`config.mk`:
```
export PLATFORM = sky130hd
export DESIGN_NAME = scoreboard
export DESIGN_NICKNAME = d
export VERILOG_FILES = /design/src/common/issue_pkg.sv /design/src/issue/scoreboard.sv
export SDC_FILE = /design/constraint.sdc
export NUM_CORES = 1
export LEC_CHECK = 0
export ABC_AREA = 1
export ABC_CLOCK_PERIOD_IN_PS = 2700
export BUFFER_PORTS_ARGS = -buffer_cell sky130_fd_sc_hd__buf_2
export CAP_MARGIN = 20
export CORE_ASPECT_RATIO = 1.2
export CORE_MARGIN = 10
export CORE_UTILIZATION = 30
export DETAILED_ROUTE_END_ITERATION = 12
export PLACE_DENSITY = 0.5
export SYNTH_ARGS = -nofsm -noshare
export SYNTH_HDL_FRONTEND = slang
export SYNTH_SLANG_ARGS = --single-unit
```
`constraint.sdc`:
```
create_clock -name clk -period 2.7 [get_ports clk]
set_input_delay 0.405 -clock clk [delete_from_list [all_inputs] [get_ports clk]]
set_output_delay 0.405 -clock clk [all_outputs]
set_load 0.005 [all_outputs]
```
`src/common/issue_pkg.sv`:
```
package issue_pkg;

    // ------------------------------
    // data widths
    // ------------------------------
    localparam int XLEN = 32;

    typedef logic [XLEN-1:0] word_t;    // operand or result.
    typedef logic [XLEN-1:0] pc_t;
    typedef logic [XLEN-1:0] imm_t;

    // ------------------------------
    // instruction fields
    // ------------------------------
    typedef logic [4:0] reg_t;          // r0 is hardwired zero.
    typedef logic [3:0] op_t;           // op code within a unit.

    localparam int NUM_REGS = 1 << $bits(reg_t);

    // target execution unit and the index of its output slot in dispatch.
    typedef enum logic [0:0] {
        EX_ALU = 1'b0,
        EX_LSU = 1'b1
    } ex_type_t;

endpackage

```
`src/issue/scoreboard.sv`:
```
module scoreboard import issue_pkg::*; #(
    parameter int NUM_WARPS = 4,
    localparam int WID_W = (NUM_WARPS > 1) ? $clog2(NUM_WARPS) : 1
) (
    input  logic             clk,
    input  logic             reset,

    input  logic [WID_W-1:0] head_wid,
    input  reg_t             head_rs1,
    input  reg_t             head_rs2,
    input  reg_t             head_rd,
    input  logic             head_wb,
    input  logic             issue_fire,

    input  logic             wb_valid,
    input  logic [WID_W-1:0] wb_wid,
    input  reg_t             wb_rd,

    output logic             sb_ready
);
    logic [NUM_REGS-1:0] pending [NUM_WARPS];
    logic                rs1_busy;
    logic                rs2_busy;
    logic                rd_busy;

    // ------------------------------
    // hazard check
    // ------------------------------
    assign rs1_busy = pending[head_wid][head_rs1];
    assign rs2_busy = pending[head_wid][head_rs2];
    assign rd_busy  = pending[head_wid][head_rd];     // waw guard.

    assign sb_ready = !(rs1_busy || rs2_busy || rd_busy);

    // ------------------------------
    // pending bits
    // ------------------------------
    always_ff @(posedge clk) begin
        if (reset) begin
            for (int w = 0; w < NUM_WARPS; w++) begin
                pending[w] <= '0;
            end
        end else begin
            if (wb_valid) begin
                pending[wb_wid][wb_rd] <= 1'b0;
            end
            // a firing head never targets a pending rd, so no overlap with the clear.
            if (issue_fire && head_wb && head_rd != '0) begin
                pending[head_wid][head_rd] <= 1'b1;
            end
        end
    end

endmodule

```
-- After elaboration in Yosys (flattened, before gate mapping)
Memory sizes are Yosys's and may differ from the RTL's.
Index checks and enable logic that the tools add are counted.
- logic and storage cells: 41
- memories kept: 1
- RAM bits: 128
- register bits: 0
- output and inout bits: 1
- bits of input ports: 29
- $lt $le $gt $ge: 6
- muxes and demuxes: 24
- reduce and logical (&&, ||, !) cells: 10
- memories (name ; depth ; bits a word ; read ports ; clocked after Yosys merged registers in ; write ports ; line ; text):
    pending ; 4 ; 32 ; 1 ; 0 ; 4 ; scoreboard.sv:21 ; logic [NUM_REGS-1:0] pending [NUM_WARPS];
- operator list (operator ; number):
    2-to-1 mux 32 bit ; 6
    OR reduction 32 bit ; 2
    < comparator 5 x 6 -> 1 bit, second input constant ; 4
    binary-select mux 1 bit (select 5 bit) ; 3
    2-to-1 mux 1 bit ; 11
    demux 1 bit (select 5 bit) ; 2
    >= comparator 5 x 1 -> 1 bit, second input constant ; 2
    nonzero test 5 bit ; 1
    logical AND 1 bit ; 4
    2-to-1 mux 2 bit ; 2
    logical OR 1 bit ; 2
    logical NOT 1 bit ; 1

-- Logic depth before layout (Yosys ltp)
- depth in word-level cells: 7
- mapped depth: 16
- depth with buffers taken out: 14

-- Worst setup path before layout
Ideal clock, no wire load.
- path kind: input to output
- start: input port head_wid[0]
- end: output port sb_ready
- path slack: 0.743 ns
- arrival: 1.552 ns
- data required time: 2.295 ns
- cell stages on the path: 13
- cells stage by stage: buf_2 -> buf_2 -> nand3_1 -> nand2_1 -> nor2_1 -> nor2_1 -> nor2_1 -> nand2_1 -> nand3_1 -> nand3_1 -> nor2_1 -> nand2_1 -> nor2_1
- cells in the longest elaborated chain, start to end: 6
- elaborated cells on any way between the ends: 10
- those cells by class: 6 x mux; 3 x reduce/logical; 1 x memory
- ends and longest elaborated chain (item ; line ; text):
    from (decl) ; scoreboard.sv:8 ; input logic [WID_W-1:0] head_wid,
    memory read (4 x 32 bit) (*) ; -- ;
    binary-select mux 1 bit (select 5 bit), on equally long branches ; scoreboard.sv:29, scoreboard.sv:30 ;
    2-to-1 mux 1 bit, on equally long branches ; scoreboard.sv:29, scoreboard.sv:30 ;
    logical OR 1 bit ; scoreboard.sv:33 ; assign sb_ready = !(rs1_busy || rs2_busy || rd_busy);
    logical OR 1 bit (*) ; scoreboard.sv:33 ;
    logical NOT 1 bit (*) ; scoreboard.sv:33 ;
    to (decl) ; scoreboard.sv:19 ; output logic sb_ready
Every way passes the cells marked *; elsewhere a longest branch is shown, timed or not. The select of a mux whose other input is x is not followed.

-- Final worst setup path
Same ends and word-level chain as after synthesis.

==> summary.txt <==
Power and ir drop
  • Switching share of power: 0.268
  • Pwr/cell area: 586 nW/um^2
  • Part of the power in registers: 0.395
  • Comb power frac: 0.098
  • LEAKAGE: around 3.5 nW
  • Clock Power Share: 0.507
  • Net Switching: ~1.3 mW
  • Pint: roughly 3.5 mW
  • Max VDD drop: ~320 uV
  • Total power: roughly 4.8 mW

STA
  • Hold Violations, Final: 0
  • Achievable Freq: a little under 0.4 GHz
  • Period minus WS final: 2.52 ns
  • Post-route clock period utilization: 0.934
  • Worst Skew: 0 ns
  • Slew Limit Fails: 0
  • RSZ-0062 raised after global routing: no
  • Final worst setup slack: about 0.18 ns
  • Setup violators final: 0
  • Slew headroom: 0.331
  • Worst Max-Slew Pin Slew: 0.999 ns
  • Final setup TNS: 0 ns
  • Hold WS: approximately 0.45 ns

Critical path
  • Critical-path maximum fanout: 31
  • Critical path class: in -> out
  • R2r endpoint: pending[1][31]
  • CP arrival: between 2 and 2.5 ns
  • Worst flop-to-flop path startpoint: pending[1][31]
  • Worst R2R Setup Slack: roughly 2.1 ns
  • R2r worst-path depth: 2
  • Critical path required time: between 2 and 2.5 ns
  • CP startpoint kind: input port
  • CP Capture Type: primary output

Cells and area
  • Fin util: 0.355
  • Area Overhead vs Synth: 17.6%
  • Fill count: 2579
  • Post-Layout Cell Count: about 1.4k
  • Share of cells above drive strength 1: 0.0958
  • Largest regs: pending: 128 flops
  • Reg area: approximately 2600 sq um
  • Final Cell Area: roughly 8200 sq um
  • Largest register FFs: roughly 130
  • Area of the multi-input gates: 3940 sq um
  • Final Net Count: 1123
  • Reg with most FFs: pending

Placed design
  • Dpl hpwl: 18700 um
  • Placed cell area: around 7600 sq um
  • GPL Wtd Cong: 0.961
  • Placement Setup Slack: around 0.23 ns
  • Number of port buffers: 29
  • Placed insts: 1390

Clock tree
  • Clk root buf: clkbuf_16
  • Setup Fix Bufs, Post-CTS: 0
  • Worst-case clock buffer depth: 2
  • Number of CTS-inserted buffers: 17
  • Skew-Pair Late Insertion Delay: approximately 0.43 ns
  • # hold bufs at CTS: 0
  • CTS sink cnt: 128
  • H-Tree Depth: 4
  • Post-CTS sizing: 0
  • Clock slew at reported path FFs: around 0.060 ns
  • CTS tree: done

Route
  • First-pass DRT Iterations: 5
  • DR iter-0 viols: between 600 and 700
  • Via count: just under 8k
  • Drt total wl: around 28000 um
  • Antenna-violating nets left: 0
  • WL/cell: between 15 and 20 um
  • DRC Markers: 0
  • Average vias per placed instance: between 5 and 6

Die
  • Row count: 61
  • Die width: between 150 and 200 um
  • Initial Utilization: 0.302
  • Die Y: 187 um
  • Area of the core: roughly 23000 sq um
  • I/O Pins: 30
  • Die area: 29700 sq um

Global routing
  • GRT Overall Usage: 0.185
  • Largest net degree at the start of global routing: 53
  • First-pass GRT wire length: between 40000 and 50000 um
  • Grt ovf: 0
  • Vias in the first global route: approximately 7.5k
  • Initial antenna violation count: 1

Yosys
  • Synth warnings: 0
  • Cell variety after synth: 21
  • Most common flop cell mapped by yosys: dfxtp_1
  • Seq/Total Area, Yosys: 0.368
  • Post-Syn Nets: 1103
  • Post-synth ARST share: 0
  • Yosys reg bits: ~130
  • Post-synth EDFFs: 0
  • Synthesized area per cell: around 6.5 sq um
  • Synth Instances: roughly 1.1k
  • Netlist Area Pre-Place: 6970 sq um

Outcome
  • Status: finished, final reports clean

Min path
  • Hold worst-path end: pending[3][0]
  • Class of the worst hold path: reg -> reg
  • Hold Path Stages: 1
  • Worst hold start: pending[3][0]

Job
  • Max-Cap Viols: 0
## power by group through the flow
stage / logic [mW] / clock network, mW / registers, mW
final: 0.471 / 2.44 / 1.90
after CTS: 0.463 / 2.46 / 1.90
after detailed placement: 0.462 / 0 / 1.94
after global placement: 0.464 / 0 / 1.94
after floorplan: 0.254 / 0 / 1.94
after global routing: 0.506 / 2.53 / 1.89
## per-layer routing
layer	global-route usage	up-vias	wire length, um
li1	-	3718	-
met3	0.0381	44	1620
met4	0.0739	0	749
met2	0.312	245	13600
met5	0	-	0
met1	0.226	3682	12000
## area by class of cell
type	instances	share of cell area
Clock buffer	19	0.0553
Multi-Input combinational cell	836	0.481
Timing Repair Buffer	69	0.0635
Tap cell	315	0.0481
Sequential cell	128	0.313
Inverter	42	0.0192
Clock inverter	13	0.0199
Antenna cell	1	0.000305
## logic make-up after synthesis
| family | Yosys count | share of synthesized area |
|---|---|---|
| simple gates | 540 | 0.317 |
| compound gates | 296 | 0.249 |
| flops | 128 | 0.368 |
| buf+inv | 110 | 0.0666 |
## worst max path at each step
stage	start	to	slack (ns)	depth (start not counted)
finish	head_wid[0]	sb_ready	0.18	14
CTS	head_wid[0]	sb_ready	0.22	16
floorplan	head_wid[0]	sb_ready	0.74	13
detailed placement	head_wid[0]	sb_ready	0.23	16
global route	head_wid[0]	sb_ready	0.01	16
global placement	head_wid[0]	sb_ready	0.18	16
## critical path, stage by stage
cell	delay, ns
buf_2	0.14
buf_4	0.25
nand2_1	0.10
nand2_1	0.06
nand2_1	0.10
nand2_1	0.06
nand2_1	0.05
nand2_1	0.05
o31ai_1	0.30
nand2_1	0.09
nor2_1	0.12
nand2_1	0.07
nor2_1	0.18
buf_2	0.15
## cell usage in the layout, fill, tap and decap left out
cell / count
nand2_1: 370
o21ai_0: 162
dfxtp_1: 128
nand3_1: 121
o211ai_1: 95
inv_1: 38
buf_4: 34
a21oi_1: 32
nor2_1: 31
buf_2: 29
clkbuf_16: 17
nor3_1: 15
buf_12: 6
inv_2: 4
clkinv_4: 4
o21ai_1: 3
clkinvlp_4: 3
clkinv_2: 3
bufinv_16: 3
a41oi_1: 2
clkbuf_8: 2
diode_2: 1
and3_1: 1
nor3_2: 1
o21a_1: 1
o31ai_1: 1
nand3b_1: 1
## cell usage after synthesis (2+ instances only)
cell	instances	share of area
buf_6	5	0.0081
nor2_1	31	0.017
nand3_1	121	0.087
buf_1	10	0.0054
nand2_1	370	0.20
inv_1	38	0.020
nor3_1	15	0.011
a41oi_1	2	0.0025
o21ai_1	3	0.0022
a21oi_1	32	0.023
buf_2	11	0.0079
o211ai_1	95	0.10
clkbuf_1	42	0.023
dfxtp_1	128	0.37
inv_2	4	0.0022
o21ai_0	162	0.12
(Power assumes the default switching activity.)
