==> config.mk <==
export PLATFORM = sky130hd
export DESIGN_NAME = dispatch
export DESIGN_NICKNAME = d
export VERILOG_FILES = /design/src/common/issue_pkg.sv /design/src/issue/dispatch.sv
export SDC_FILE = /design/constraint.sdc
export NUM_CORES = 1
export LEC_CHECK = 0
export ABC_CLOCK_PERIOD_IN_PS = 5000
export BUFFER_PORTS_ARGS = -buffer_cell sky130_fd_sc_hd__buf_2
export CAP_MARGIN = 20
export CORE_AREA = 2 2 166 168
export CTS_BUF_LIST = sky130_fd_sc_hd__clkbuf_8 sky130_fd_sc_hd__clkbuf_16
export DETAILED_ROUTE_END_ITERATION = 7
export DIE_AREA = 0 0 168 170
export GPL_ROUTABILITY_DRIVEN = 0
export PLACE_DENSITY = 0.71
export SYNTH_ARGS = -nofsm -noshare
export SYNTH_HDL_FRONTEND = slang
export SYNTH_SLANG_ARGS = --single-unit
export TNS_END_PERCENT = 5
==> constraint.sdc <==
create_clock -name clk -period 5 [get_ports clk]
set_clock_uncertainty 0.1 [all_clocks]
set_input_delay 0.75 -clock clk [delete_from_list [all_inputs] [get_ports clk]]
set_output_delay 0.75 -clock clk [all_outputs]
set_load 0.02 [all_outputs]
==> src/common/issue_pkg.sv <==
package issue_pkg;

    // ------------------------------
    // data widths
    // ------------------------------
    localparam int XLEN = 32;

    typedef logic [XLEN-1:0] word_t;    // operand or result.
    typedef logic [XLEN-1:0] pc_t;
    typedef logic [XLEN-1:0] imm_t;

    // ------------------------------
    // instruction fields
    // ------------------------------
    typedef logic [4:0] reg_t;          // r0 is hardwired zero.
    typedef logic [3:0] op_t;           // op code within a unit.

    localparam int NUM_REGS = 1 << $bits(reg_t);

    // target execution unit and the index of its output slot in dispatch.
    typedef enum logic [0:0] {
        EX_ALU = 1'b0,
        EX_LSU = 1'b1
    } ex_type_t;

endpackage

==> src/issue/dispatch.sv <==
module dispatch import issue_pkg::*; #(
    parameter int NUM_WARPS = 4,
    localparam int WID_W = (NUM_WARPS > 1) ? $clog2(NUM_WARPS) : 1
) (
    input  logic             clk,
    input  logic             reset,

    input  logic             issue_fire,
    input  ex_type_t         head_ex_type,
    input  logic [WID_W-1:0] head_wid,
    input  pc_t              head_pc,
    input  op_t              head_op,
    input  imm_t             head_imm,
    input  reg_t             head_rd,
    input  logic             head_wb,
    input  word_t            rs1_data,
    input  word_t            rs2_data,
    output logic             disp_ready,

    output logic             alu_valid,
    input  logic             alu_ready,
    output logic [WID_W-1:0] alu_wid,
    output pc_t              alu_pc,
    output op_t              alu_op,
    output imm_t             alu_imm,
    output reg_t             alu_rd,
    output logic             alu_wb,
    output word_t            alu_rs1_data,
    output word_t            alu_rs2_data,

    output logic             lsu_valid,
    input  logic             lsu_ready,
    output logic [WID_W-1:0] lsu_wid,
    output pc_t              lsu_pc,
    output op_t              lsu_op,
    output imm_t             lsu_imm,
    output reg_t             lsu_rd,
    output logic             lsu_wb,
    output word_t            lsu_rs1_data,
    output word_t            lsu_rs2_data
);
    localparam int NUM_UNITS = 2;

    // one output slot per unit indexed by ex_type_t.
    logic [NUM_UNITS-1:0] valid_q;
    logic [NUM_UNITS-1:0] ready_in;
    logic [NUM_UNITS-1:0] wb_q;
    logic [WID_W-1:0]     wid_q [NUM_UNITS];
    pc_t                  pc_q  [NUM_UNITS];
    op_t                  op_q  [NUM_UNITS];
    imm_t                 imm_q [NUM_UNITS];
    reg_t                 rd_q  [NUM_UNITS];
    word_t                rs1_q [NUM_UNITS];
    word_t                rs2_q [NUM_UNITS];

    assign ready_in   = {lsu_ready, alu_ready};
    assign disp_ready = !valid_q[head_ex_type] || ready_in[head_ex_type];   // empty or draining.

    always_ff @(posedge clk) begin
        if (reset) begin
            valid_q <= '0;
        end else begin
            for (int u = 0; u < NUM_UNITS; u++) begin
                if (issue_fire && int'(head_ex_type) == u) begin
                    valid_q[u] <= 1'b1;
                end else if (ready_in[u]) begin
                    valid_q[u] <= 1'b0;
                end
            end
        end
    end

    always_ff @(posedge clk) begin
        for (int u = 0; u < NUM_UNITS; u++) begin
            if (issue_fire && int'(head_ex_type) == u) begin
                wid_q[u] <= head_wid;
                pc_q[u]  <= head_pc;
                op_q[u]  <= head_op;
                imm_q[u] <= head_imm;
                rd_q[u]  <= head_rd;
                wb_q[u]  <= head_wb;
                rs1_q[u] <= rs1_data;
                rs2_q[u] <= rs2_data;
            end
        end
    end

    // ------------------------------
    // unit ports
    // ------------------------------
    assign alu_valid    = valid_q[EX_ALU];
    assign alu_wid      = wid_q[EX_ALU];
    assign alu_pc       = pc_q[EX_ALU];
    assign alu_op       = op_q[EX_ALU];
    assign alu_imm      = imm_q[EX_ALU];
    assign alu_rd       = rd_q[EX_ALU];
    assign alu_wb       = wb_q[EX_ALU];
    assign alu_rs1_data = rs1_q[EX_ALU];
    assign alu_rs2_data = rs2_q[EX_ALU];

    assign lsu_valid    = valid_q[EX_LSU];
    assign lsu_wid      = wid_q[EX_LSU];
    assign lsu_pc       = pc_q[EX_LSU];
    assign lsu_op       = op_q[EX_LSU];
    assign lsu_imm      = imm_q[EX_LSU];
    assign lsu_rd       = rd_q[EX_LSU];
    assign lsu_wb       = wb_q[EX_LSU];
    assign lsu_rs1_data = rs1_q[EX_LSU];
    assign lsu_rs2_data = rs2_q[EX_LSU];

endmodule

# --- Word level (Yosys, flattened, before mapping) ---
# Memory sizes are Yosys's and may differ from the RTL's.
# Cells that the tools add are included.
op_classes:
  magnitude_cmp: 1
  muxes: 33
  n_bitwise: 1
  n_reduce_logical: 13
ops:
  columns: ["op", "count"]
  rows:
  - ["$mux 32", 4]
  - ["$reduce_or 32->1", 4]
  - ["$mux 1", 26]
  - ["$mux 5", 1]
  - ["$reduce_or 5->1", 1]
  - ["$mux 4", 1]
  - ["$reduce_bool 2->1", 2]
  - ["$reduce_or 4->1", 1]
  - ["$logic_and 1x1->1", 2]
  - ["$lt 1x2->1 const B", 1]
  - ["$mux 2", 1]
  - ["$reduce_or 2->1", 1]
  - ["$logic_not 1->1", 1]
  - ["$logic_or 1x1->1", 1]
  - ["$not 1->1", 1]
totals:
  register_bits: 4
  mem_bits_rw: 278
  inputBits: 146
  out_inout_bits: 283
  wordCells: 59
  n_memories: 7
mem_list:
  columns: ["memory", "depth", "word_bits", "rd", "rd_ports_with_merged_regs", "wr", "line", "text"]
  rows:
  - ["imm_q", 2, 32, 2, 0, 1, "dispatch.sv:51", "imm_t imm_q [NUM_UNITS];"]
  - ["pc_q", 2, 32, 2, 0, 1, "dispatch.sv:49", "pc_t pc_q [NUM_UNITS];"]
  - ["rs1_q", 2, 32, 2, 0, 1, "dispatch.sv:53", "word_t rs1_q [NUM_UNITS];"]
  - ["rs2_q", 2, 32, 2, 0, 1, "dispatch.sv:54", "word_t rs2_q [NUM_UNITS];"]
  - ["rd_q", 2, 5, 2, 0, 1, "dispatch.sv:52", "reg_t rd_q [NUM_UNITS];"]
  - ["op_q", 2, 4, 2, 0, 1, "dispatch.sv:50", "op_t op_q [NUM_UNITS];"]
  - ["1 more memories", null, null, null, null, null, null, null]

# --- Longest topological paths before layout ---
# Gate-level depths: netlist of run 1.
logic_depth:
  word_depth: 5
  ltp_mapped: 2
  depth_no_buf: 2

# --- Worst setup path after synthesis of run 1 ---
# No wires, ideal clock.
synth_timing:
  path_type: "input to register"
  startpoint: "input port issue_fire"
  endpoint: "memory imm_q[0][0] (netlist bit) (enable)"
  setup_time_ns: 0.530
  arrival_ns: 4.325
  slack_ns: 0.045
  path_stages: 1
  path_buffers: 0
  cell_sequence: "nor2b_2"
synth_between:
  elab_chain_cells: 5
  word_cells_on_any_way: 9
  cone_classes: "mux: 6; reduce/logical: 3"
synth_lines:
  columns: ["item", "line", "text"]
  rows:
  - ["start: declaration", "dispatch.sv:8", "input logic issue_fire,"]
  - ["$logic_and 1x1->1", "dispatch.sv:75", "if (issue_fire && int'(head_ex_type) == u) begin"]
  - ["$mux 1", "dispatch.sv:75", null]
  - ["$mux 1 (not written as such)", "dispatch.sv:79", "imm_q[u] <= head_imm;"]
  - ["$reduce_or 32->1 (no line)", null, null]
  - ["$mux 1 (no line)", null, null]
  - ["end: declaration", "dispatch.sv:51", null]
# Parallel ways exist; a longest one is shown, timed or not.

# --- Final worst setup path of run 1 ---
layout_timing:
  startpoint: "register valid_q[0]"
  endpoint: "output port disp_ready"
layout_between:
  elab_chain_cells: 4
layout_lines:
  columns: ["item", "line", "text"]
  rows:
  - ["start: declaration", "dispatch.sv:45", "logic [NUM_UNITS-1:0] valid_q;"]
  - ["start signal: assignment", "dispatch.sv:61", "valid_q <= '0;"]
  - ["start signal: indexed assignment", "dispatch.sv:65", "valid_q[u] <= 1'b1;"]
  - ["start signal: indexed assignment", "dispatch.sv:67", "valid_q[u] <= 1'b0;"]
  - ["$mux 1 (not written as such) (2 in a row)", "dispatch.sv:57", "assign disp_ready = !valid_q[head_ex_type] || ready_in[head_ex_type];"]
  - ["$logic_not 1->1", "dispatch.sv:57", null]
  - ["$logic_or 1x1->1", "dispatch.sv:57", null]
  - ["end: declaration", "dispatch.sv:18", "output logic disp_ready,"]
# No other way between the ends. The select of a mux whose other input is x is not followed.

==> flow_metrics.tcl, run 1 <==
set metrics [dict create \
    syn_to_final_growth_pct 40.8 \
    r2r-end "valid_q[0]" \
    end_kind "output port" \
    ys_seq_area_share_pct 99.3 \
    vias_per_cell 4.21 \
    root_buffer "clkbuf_16" \
    tightest_slew_ns 1.00 \
    synth_cell_types 7 \
    max_freq_ghz 0.471 \
    reg2regPathDepth 2 \
    drtPass1Iterations 4 \
    grt_overflow 0 \
    antenna_left 0 \
    num_vias 4672 \
    power_frac_comb_pct 9.2 \
    period_needed_ns 2.12 \
    cp.buffers_inverters 1 \
    fin_area_um2 12000 \
    die_h_um 170 \
    startpoint "valid_q[0]" \
    clockPowerShare_pct 37.1 \
    r2r_start "valid_q[0]" \
    io_pins 429 \
    coreArea_um2 26700 \
    gr-usage-all-layers_pct 12.7 \
    final_max_slew_viol_count 0 \
    ys.warnings.count 0 \
    cap_violations 0 \
    leakage_nw 4.84 \
    cellPowerDensity_nw_per_um2 437 \
    htree_levels 1 \
    synthCells 289 \
    crit_type "register to output port" \
    r2r_slack_ns 4.18 \
    clk_latency_ns 0.52 \
    drc 0 \
    drt-total-wl_mm 19.5 \
    cts_max_path_buffers 3 \
    setup_viol_count_final 0 \
    dieArea_um2 28600 \
    dp_hpwl_mm 13.9 \
    slew_headroom_pct 33.1 \
    cts_tree "yes" \
    crit_fanout 2 \
    ir_drop_mv 0.322 \
    grt_max_degree 142 \
    row_count 60 \
    status "finished, final reports clean" \
    totalPowerFinal_mw 5.24 \
    antenna_found_initial 4 \
    hold_viol_final 0 \
    ctsHoldBuffers 0 \
    endpoint "disp_ready" \
    cp_data_arrival_time_ns 1.27 \
    rsz0062_at_grt "no" \
    cts_made_buffers 28 \
    grt_first_pass_wirelength_mm 27.8 \
    clk_pin_slew_worst_paths_ns 0.06 \
    drt_iter0_markers 309 \
    grt_pass1_vias 4796 \
    cp.required_ns 4.15 \
    hold-worst-slack_ns 0.308 \
    crit_path_max_incr_delay_ns 0.32 \
    switchingPower_mw 1.18 \
    post_cts_resized 0 \
    hp-class "input pin to register" \
    hold_depth 1 \
    routedWlPerCell_um 17.6 \
    clkSinkCount 282 \
    fin_nets 896 \
    setup_tns_ns 0 \
    swShare_pct 22.5 \
    cts_setup_buffers 0 \
    die_x_um 168 \
    syn_avg_cell_area_um2 29.4 \
    hold_start "head_imm[0]" \
    finalCritPeriodShare_pct 42.4 \
    syn_nets 435 \
    crit_chain "nor2b_1, mux2i_1, buf_2" \
    synth.cell_area_um2 8510 \
    portBuffers 428 \
    path_depth 3 \
    synth_seq_cells 282 \
    cp_top_family "flip-flops" \
    dpl_cell_area_um2 11100 \
    initial_core_util_pct 31.9 \
    seqPwrFrac_pct 53.7 \
    cell_internal_pwr_mw 4.06 \
    drive_above_1_share_pct 61.0 \
    cp_slowest_cell "dfxtp_1" \
    worstSetupStartpointType "register" \
]
-- cell type report --
| cell class | count | area, um^2 |
|---|---|---|
| fill | 2288 | 14700 |
| tap | 341 | 427 |
| sequential | 282 | 8450 |
| timing repair buffer | 431 | 2180 |
| multi-input combinational | 7 | 65.1 |
| clock inverter | 20 | 136 |
| antenna | 1 | 2.50 |
| clock buffer | 29 | 726 |
-- worst register-to-register path, delay by kind of cell, from the launching register on --
kind / cells / cell delay, ns
simple gates: 1 / 0.14
compound gates: 1 / 0.17
flops: 1 / 0.31
-- power groups by stage --
stage	logic (mW)	registers [mW]	clock network (mW)
5_1_grt	0.506	2.83	2.08
6_report	0.480	2.82	1.95
2_1_floorplan	0.0342	3.08	0
3_5_place_dp	0.486	2.87	0
3_3_place_gp	0.479	2.86	0
4_1_cts	0.487	2.82	2.01
-- how the worst min path moves through the flow --
stage / to / slack, ns
floorplan: valid_q[0] / 0.61
global placement: valid_q[1] / 0.51
detailed placement: valid_q[1] / 0.54
CTS: imm_q[0][32] / 0.28
global route: pc_q[0][20] / 0.28
finish: imm_q[0][0] / 0.31
-- flip-flops by register name (all words and copies together) (netlist names), 4 cells and up --
register and cells:
rs2_q 64, rd_q 10, op_q 8, pc_q 64
imm_q 64, wid_q 4, rs1_q 64
-- metrics by stage --
stage / util (%) / setup WS [ns] / instances
3_3_place_gp: 41.7 / 2.72 / 1061
3_5_place_dp: 41.7 / 2.68 / 1061
5_1_grt: 44.9 / 2.75 / 1110
4_1_cts: 44.9 / 2.84 / 1110
2_1_floorplan: - / 0.0450 / 289
6_report: 45.0 / 2.88 / 1111
-- cell usage after synthesis (all sizes together) --
master	instances	area share (%)
mux2i	1	0.12
dfxtp	2	0.47
and2	1	0.10
o21ba	2	0.24
edfxtp	280	99
nor2b	3	0.25
-- routing by layer --
layer / wire, um / global-route usage, %
met4: 459 / 3.89
met2: 9770 / 22.0
met5: 41 / 0
met1: 7020 / 14.1
met3: 2220 / 5.67
-- cell usage in the layout (no fill, tap or decap), drive strengths merged --
cell type,count
and2,1
buf,431
bufinv,2
clkbuf,29
clkinv,9
clkinvlp,1
dfxtp,2
diode,1
edfxtp,280
inv,8
mux2i,1
nor2b,3
o21ba,2
-- cell families (layout without fill, tap and decap cells) --
| family | after synthesis | in the layout | synth area share [%] |
|---|---|---|---|
| other cells | 0 | 1 | 0 |
| compound gates | 2 | 2 | 0.235 |
| flops | 282 | 282 | 99.3 |
| mux | 1 | 1 | 0.118 |
| buf+inv | 0 | 480 | 0 |
| simple gates | 4 | 4 | 0.353 |
Power figures use the tool's default switching activity.
==> run 2: changes to the inputs <==
Settings changed: ABC_CLOCK_PERIOD_IN_PS 5000 to 2100, CORE_AREA 2 2 166 168 to 2 2 168 170, DIE_AREA 0 0 168 170 to 0 0 170 172, PLACE_DENSITY 0.71 to 0.67.
Clock period 5 ns to 2.1 ns, I/O delays scaled along.
==> flow_metrics.tcl, run 2 (synthesis gave the netlist of run 1 again) <==
set metrics [dict create \
    crit_type "input pin to output port" \
    syn_to_final_growth_pct 59.7 \
    seqPwrFrac_pct 52.0 \
    r2r_start "valid_q[1]" \
    dp_hpwl_mm 14.2 \
    leakage_nw 5.51 \
    cp.required_ns 1.68 \
    hold_viol_final 0 \
    slew_headroom_pct 71.6 \
    hold-worst-slack_ns 0.161 \
    r2r_slack_ns 0.73 \
    power_frac_comb_pct 10.8 \
    cts_made_buffers 28 \
    crit_chain "dlygate4sd3_1, buf_2, nor2b_1, mux2i_1, buf_2" \
    end_kind "output port" \
    crit_fanout 2 \
    gr-usage-all-layers_pct 13.8 \
    cp_top_family "buffers and inverters" \
    routedWlPerCell_um 17.2 \
    clk_pin_slew_worst_paths_ns 0.06 \
    clockPowerShare_pct 37.2 \
    r2r-end "valid_q[1]" \
    setup_viol_count_final 0 \
    grt_first_pass_wirelength_mm 31.1 \
    root_buffer "clkbuf_16" \
    grt_use_met1_pct 14.0 \
    period_needed_ns 1.78 \
    fin_nets 1046 \
    drt_iter0_markers 277 \
    num_vias 5293 \
    min_delay_worst_endpoint "imm_q[0][53]" \
    crit_path_max_incr_delay_ns 0.54 \
    mostFrequentLayoutCell "buf_2" \
    cp_slowest_cell "dlygate4sd3_1" \
    final_max_slew_viol_count 0 \
    grt_overflow 0 \
    cts_setup_buffers 0 \
    cts_max_path_buffers 3 \
    drc 0 \
    dieArea_um2 29200 \
    antenna_found_initial 2 \
    die_h_um 172 \
    finalCritPeriodShare_pct 84.8 \
    top_usage_layer "met2" \
    coreArea_um2 27500 \
    hp-class "input pin to register" \
    cap_violations 0 \
    hold_start "issue_fire" \
    worstSetupStartpointType "input pin" \
    grtUsageMet3_pct 4.58 \
    grt_pass1_vias 5610 \
    grt_max_degree 72 \
    switchingPower_mw 2.91 \
    max_freq_ghz 0.561 \
    rsz0062_at_grt "no" \
    htree_levels 1 \
    cell_internal_pwr_mw 10.0 \
    swShare_pct 22.5 \
    drive_above_1_share_pct 52.0 \
    layout_common_cells "buf_2 (428), edfxtp_1 (280), dlygate4sd3_1 (143), clkbuf_16 (29)" \
    clkSinkCount 282 \
    drtPass1Iterations 4 \
    cellPowerDensity_nw_per_um2 950 \
    timing.critical_path.mode_cell "buf_2" \
    die_x_um 170 \
    cp_data_arrival_time_ns 1.37 \
    vias_per_cell 4.17 \
    drt-total-wl_mm 21.9 \
    cts_tree "yes" \
    io_pins 429 \
    status "finished, final reports clean" \
    row_count 61 \
    initial_core_util_pct 31.0 \
    hold_depth 2 \
    ir_drop_mv 0.746 \
    portBuffers 428 \
    antenna_left 0 \
    reg2regPathDepth 3 \
    cp.buffers_inverters 3 \
    clk_latency_ns 0.53 \
    final.setup.worst_slack_ns 0.318 \
    tightest_slew_ns 0.426 \
    pre_cts_ws_ns 0.537 \
    grtUsageMet2_pct 26.5 \
]
run 2: changes by cell type in the layout (fill, tap and decap cells not counted), moves of 2 or more:
cell           delta
inv_1             -2
dlygate4sd3_1   +143
buf_12            +6
clkinv_2          +2
clkinv_1          +2
run 2: worst max path at each step:
stage	to	cells after the start	slack, ns	from
after global routing	disp_ready	5	0.26	alu_ready
after detailed placement	imm_q[0][50]	4	0.54	head_ex_type
final	disp_ready	5	0.32	alu_ready
after global placement	op_q[0][6]	4	0.55	head_ex_type
after floorplan	imm_q[0][0]	1	-0.86	issue_fire
after CTS	disp_ready	5	0.33	alu_ready
run 2: per-layer routing:
metal | routed length, um | vias to the layer above
met5 | 16 | -
met4 | 502 | 2
met3 | 2070 | 42
met2 | 11600 | 298
met1 | 7650 | 2530
li1 | - | 2421
run 2: final cells by class:
type | instances | area, um^2
fillers | 2218 | 13900
flip-flops and latches | 282 | 8450
clock inverters | 23 | 176
diodes | 1 | 2.50
well taps | 346 | 433
repair buffers | 581 | 3740
clock buffers | 29 | 726
multi-input cells | 7 | 65.1
run 2: worst reg2reg max path: cells and delay by family (launching register included):
family / cells / cell delay, ns
flops: 1 / 0.32
compound gates: 1 / 0.16
buf+inv: 1 / 0.54
simple gates: 1 / 0.14
run 2: power groups by stage:
| stage | clock, mW | sequential (mW) | combinational [mW] |
|---|---|---|---|
| 2_1_floorplan | 0 | 7.32 | 0.0822 |
| 3_3_place_gp | 0 | 6.81 | 1.17 |
| 3_5_place_dp | 0 | 6.82 | 1.19 |
| 4_1_cts | 4.91 | 6.71 | 1.40 |
| 5_1_grt | 5.13 | 6.74 | 1.48 |
| 6_report | 4.80 | 6.71 | 1.40 |
run 2: through the flow:
stage	TNS, ns	cells	total power [mW]	utilization [%]	area, um^2
after detailed placement	0	1073	8.01	40.9	11300
after global placement	0	1073	7.98	40.9	11300
final	0	1269	12.9	49.4	13600
after global routing	0	1269	13.3	49.4	13600
after CTS	0	1268	13.0	49.4	13600
after floorplan	-121.29	289	7.41	-	8510
run 2: timing repair:
item,CTS,global route
gates resized for setup,0,0
hold endpoints to repair,282,0
hold buffers,143,0
==> run 3: changes to the inputs <==
Settings changed: ABC_CLOCK_PERIOD_IN_PS 2100 to 1500, CORE_AREA 2 2 168 170 to 2 2 166 168, DIE_AREA 0 0 170 172 to 0 0 168 170, PLACE_DENSITY 0.67 to 0.71.
Clock period 2.1 ns to 1.5 ns, I/O delays scaled along.
==> flow_metrics.tcl, run 3 (synthesis gave the netlist of run 1 again) <==
set metrics [dict create \
    status "complete, but fails checks" \
    violations "setup timing" \
    tightest_slew_ns 0.288 \
    cap_violations 0 \
    antenna_left 0 \
    io_pins 429 \
    die_h_um 170 \
    finalCritPeriodShare_pct 108 \
    grt_first_pass_wirelength_mm 32.5 \
    r2r-end "valid_q[0]" \
    gr-usage-all-layers_pct 14.8 \
    vias_per_cell 4.22 \
    die_x_um 168 \
    routedWlPerCell_um 17.8 \
    clk_pin_slew_worst_paths_ns 0.06 \
    r2r_slack_ns 0.10 \
    cts_tree "yes" \
    hp-class "input pin to register" \
    drc 0 \
    end_kind "output port" \
    mostFrequentLayoutCell "buf_2" \
    worstSetupStartpointType "register" \
    startpoint "valid_q[1]" \
    utilization_pct 51.2 \
    rsz0062_at_grt "yes" \
    ir_drop_mv 0.953 \
    crit_type "register to output port" \
    portBuffers 428 \
    drt_iter0_markers 357 \
    max_freq_ghz 0.618 \
    grt_pass1_vias 5818 \
    cp.required_ns 1.17 \
    endpoint "disp_ready" \
    cp_data_arrival_time_ns 1.29 \
    initial_core_util_pct 31.9 \
    clkSinkCount 282 \
    final.setup.worst_slack_ns -0.118 \
    fillers 2093 \
    r2r_start "valid_q[0]" \
    root_buffer "clkbuf_16" \
    row_count 60 \
    layout_common_cells "buf_2 (427), edfxtp_1 (280), dlygate4sd3_1 (142), clkbuf_16 (27), buf_4 (17)" \
    setup_tns_ns -0.118 \
    hold_start "head_ex_type" \
    regArea_um2 8450 \
    cts_made_buffers 27 \
    dieArea_um2 28600 \
    drt-total-wl_mm 22.8 \
    coreArea_um2 26700 \
    leakage_nw 5.58 \
    multi_input_area_um2 80.1 \
    pre_cts_ws_ns 0.141 \
    totalPowerFinal_mw 17.6 \
    setup_viol_count_final 1 \
    reg2regPathDepth 3 \
    hold_viol_final 0 \
    crit_fanout 2 \
    final_max_slew_viol_count 0 \
    htree_levels 1 \
    hold-worst-slack_ns 0.133 \
    clk_latency_ns 0.52 \
    grt_overflow 0 \
    num_vias 5393 \
    syn_to_final_growth_pct 60.5 \
    drtPass1Iterations 4 \
    cellPowerDensity_nw_per_um2 1290 \
    drive_above_1_share_pct 52.9 \
    antenna_found_initial 3 \
    cts_max_path_buffers 3 \
    dp_hpwl_mm 15.2 \
    slew_headroom_pct 80.8 \
    fin_nets 1060 \
    period_needed_ns 1.62 \
    grt_max_degree 48 \
]
-- run 3: cell count changes in the layout (fill, tap and decap cells not counted), moves of 3 or more --
| cell | previous run | this run |
|---|---|---|
| buf_4 | 3 | 17 |
| buf_12 | 7 | 10 |
| clkinv_1 | 7 | 4 |
| diode_2 | 1 | 4 |
| inv_1 | 6 | 11 |
-- run 3: what timing repair did --
item / CTS / global route
hold buffers: 142 / 0
setup buffers: 1 / 1
setup endpoints to repair: 1 / 1
endpoints found under the hold margin: 282 / 0
gates resized for setup: 6 / 1
-- run 3: power by group --
part           switching, mW  internal (mW)  total (mW)
logic                   1.23          0.794        2.02
clock network           2.68           3.46        6.14
registers              0.136           9.26        9.39
-- run 3: metal layers --
metal,GRT usage [%],share of wire (%),wire length [um]
met1,16.0,36,8130
met2,27.8,53,12100
met3,4.42,8.5,1940
met4,5.03,2.6,601
met5,0,0,0
-- run 3: worst min-delay path by stage --
stage                        end  cells past startpoint
CTS                   valid_q[1]                      4
floorplan            imm_q[0][0]                      0
global placement    rs2_q[0][30]                      1
finish                rd_q[0][4]                      3
detailed placement  rs1_q[0][20]                      1
global route         rs2_q[0][8]                      3
-- run 3: worst max-delay path, stage by stage (launching register included) --
cell and delay (ns):
dfxtp_2 0.32, nor2b_4 0.12, mux2i_1 0.16, buf_4 0.18
-- run 3: cell type report --
class	instances	area share, %
multi-input cells	7	0.586
clock buffers	28	5.05
flip-flops and latches	282	61.9
well taps	341	3.12
repair buffers	596	28.5
diodes	4	0.0733
clock inverters	21	0.843
-- run 3: per-stage QoR --
stage               area (um^2)  cells
floorplan                  8510    289
global placement          11400   1082
detailed placement        11400   1082
CTS                       13600   1274
global route              13700   1278
finish                    13700   1279
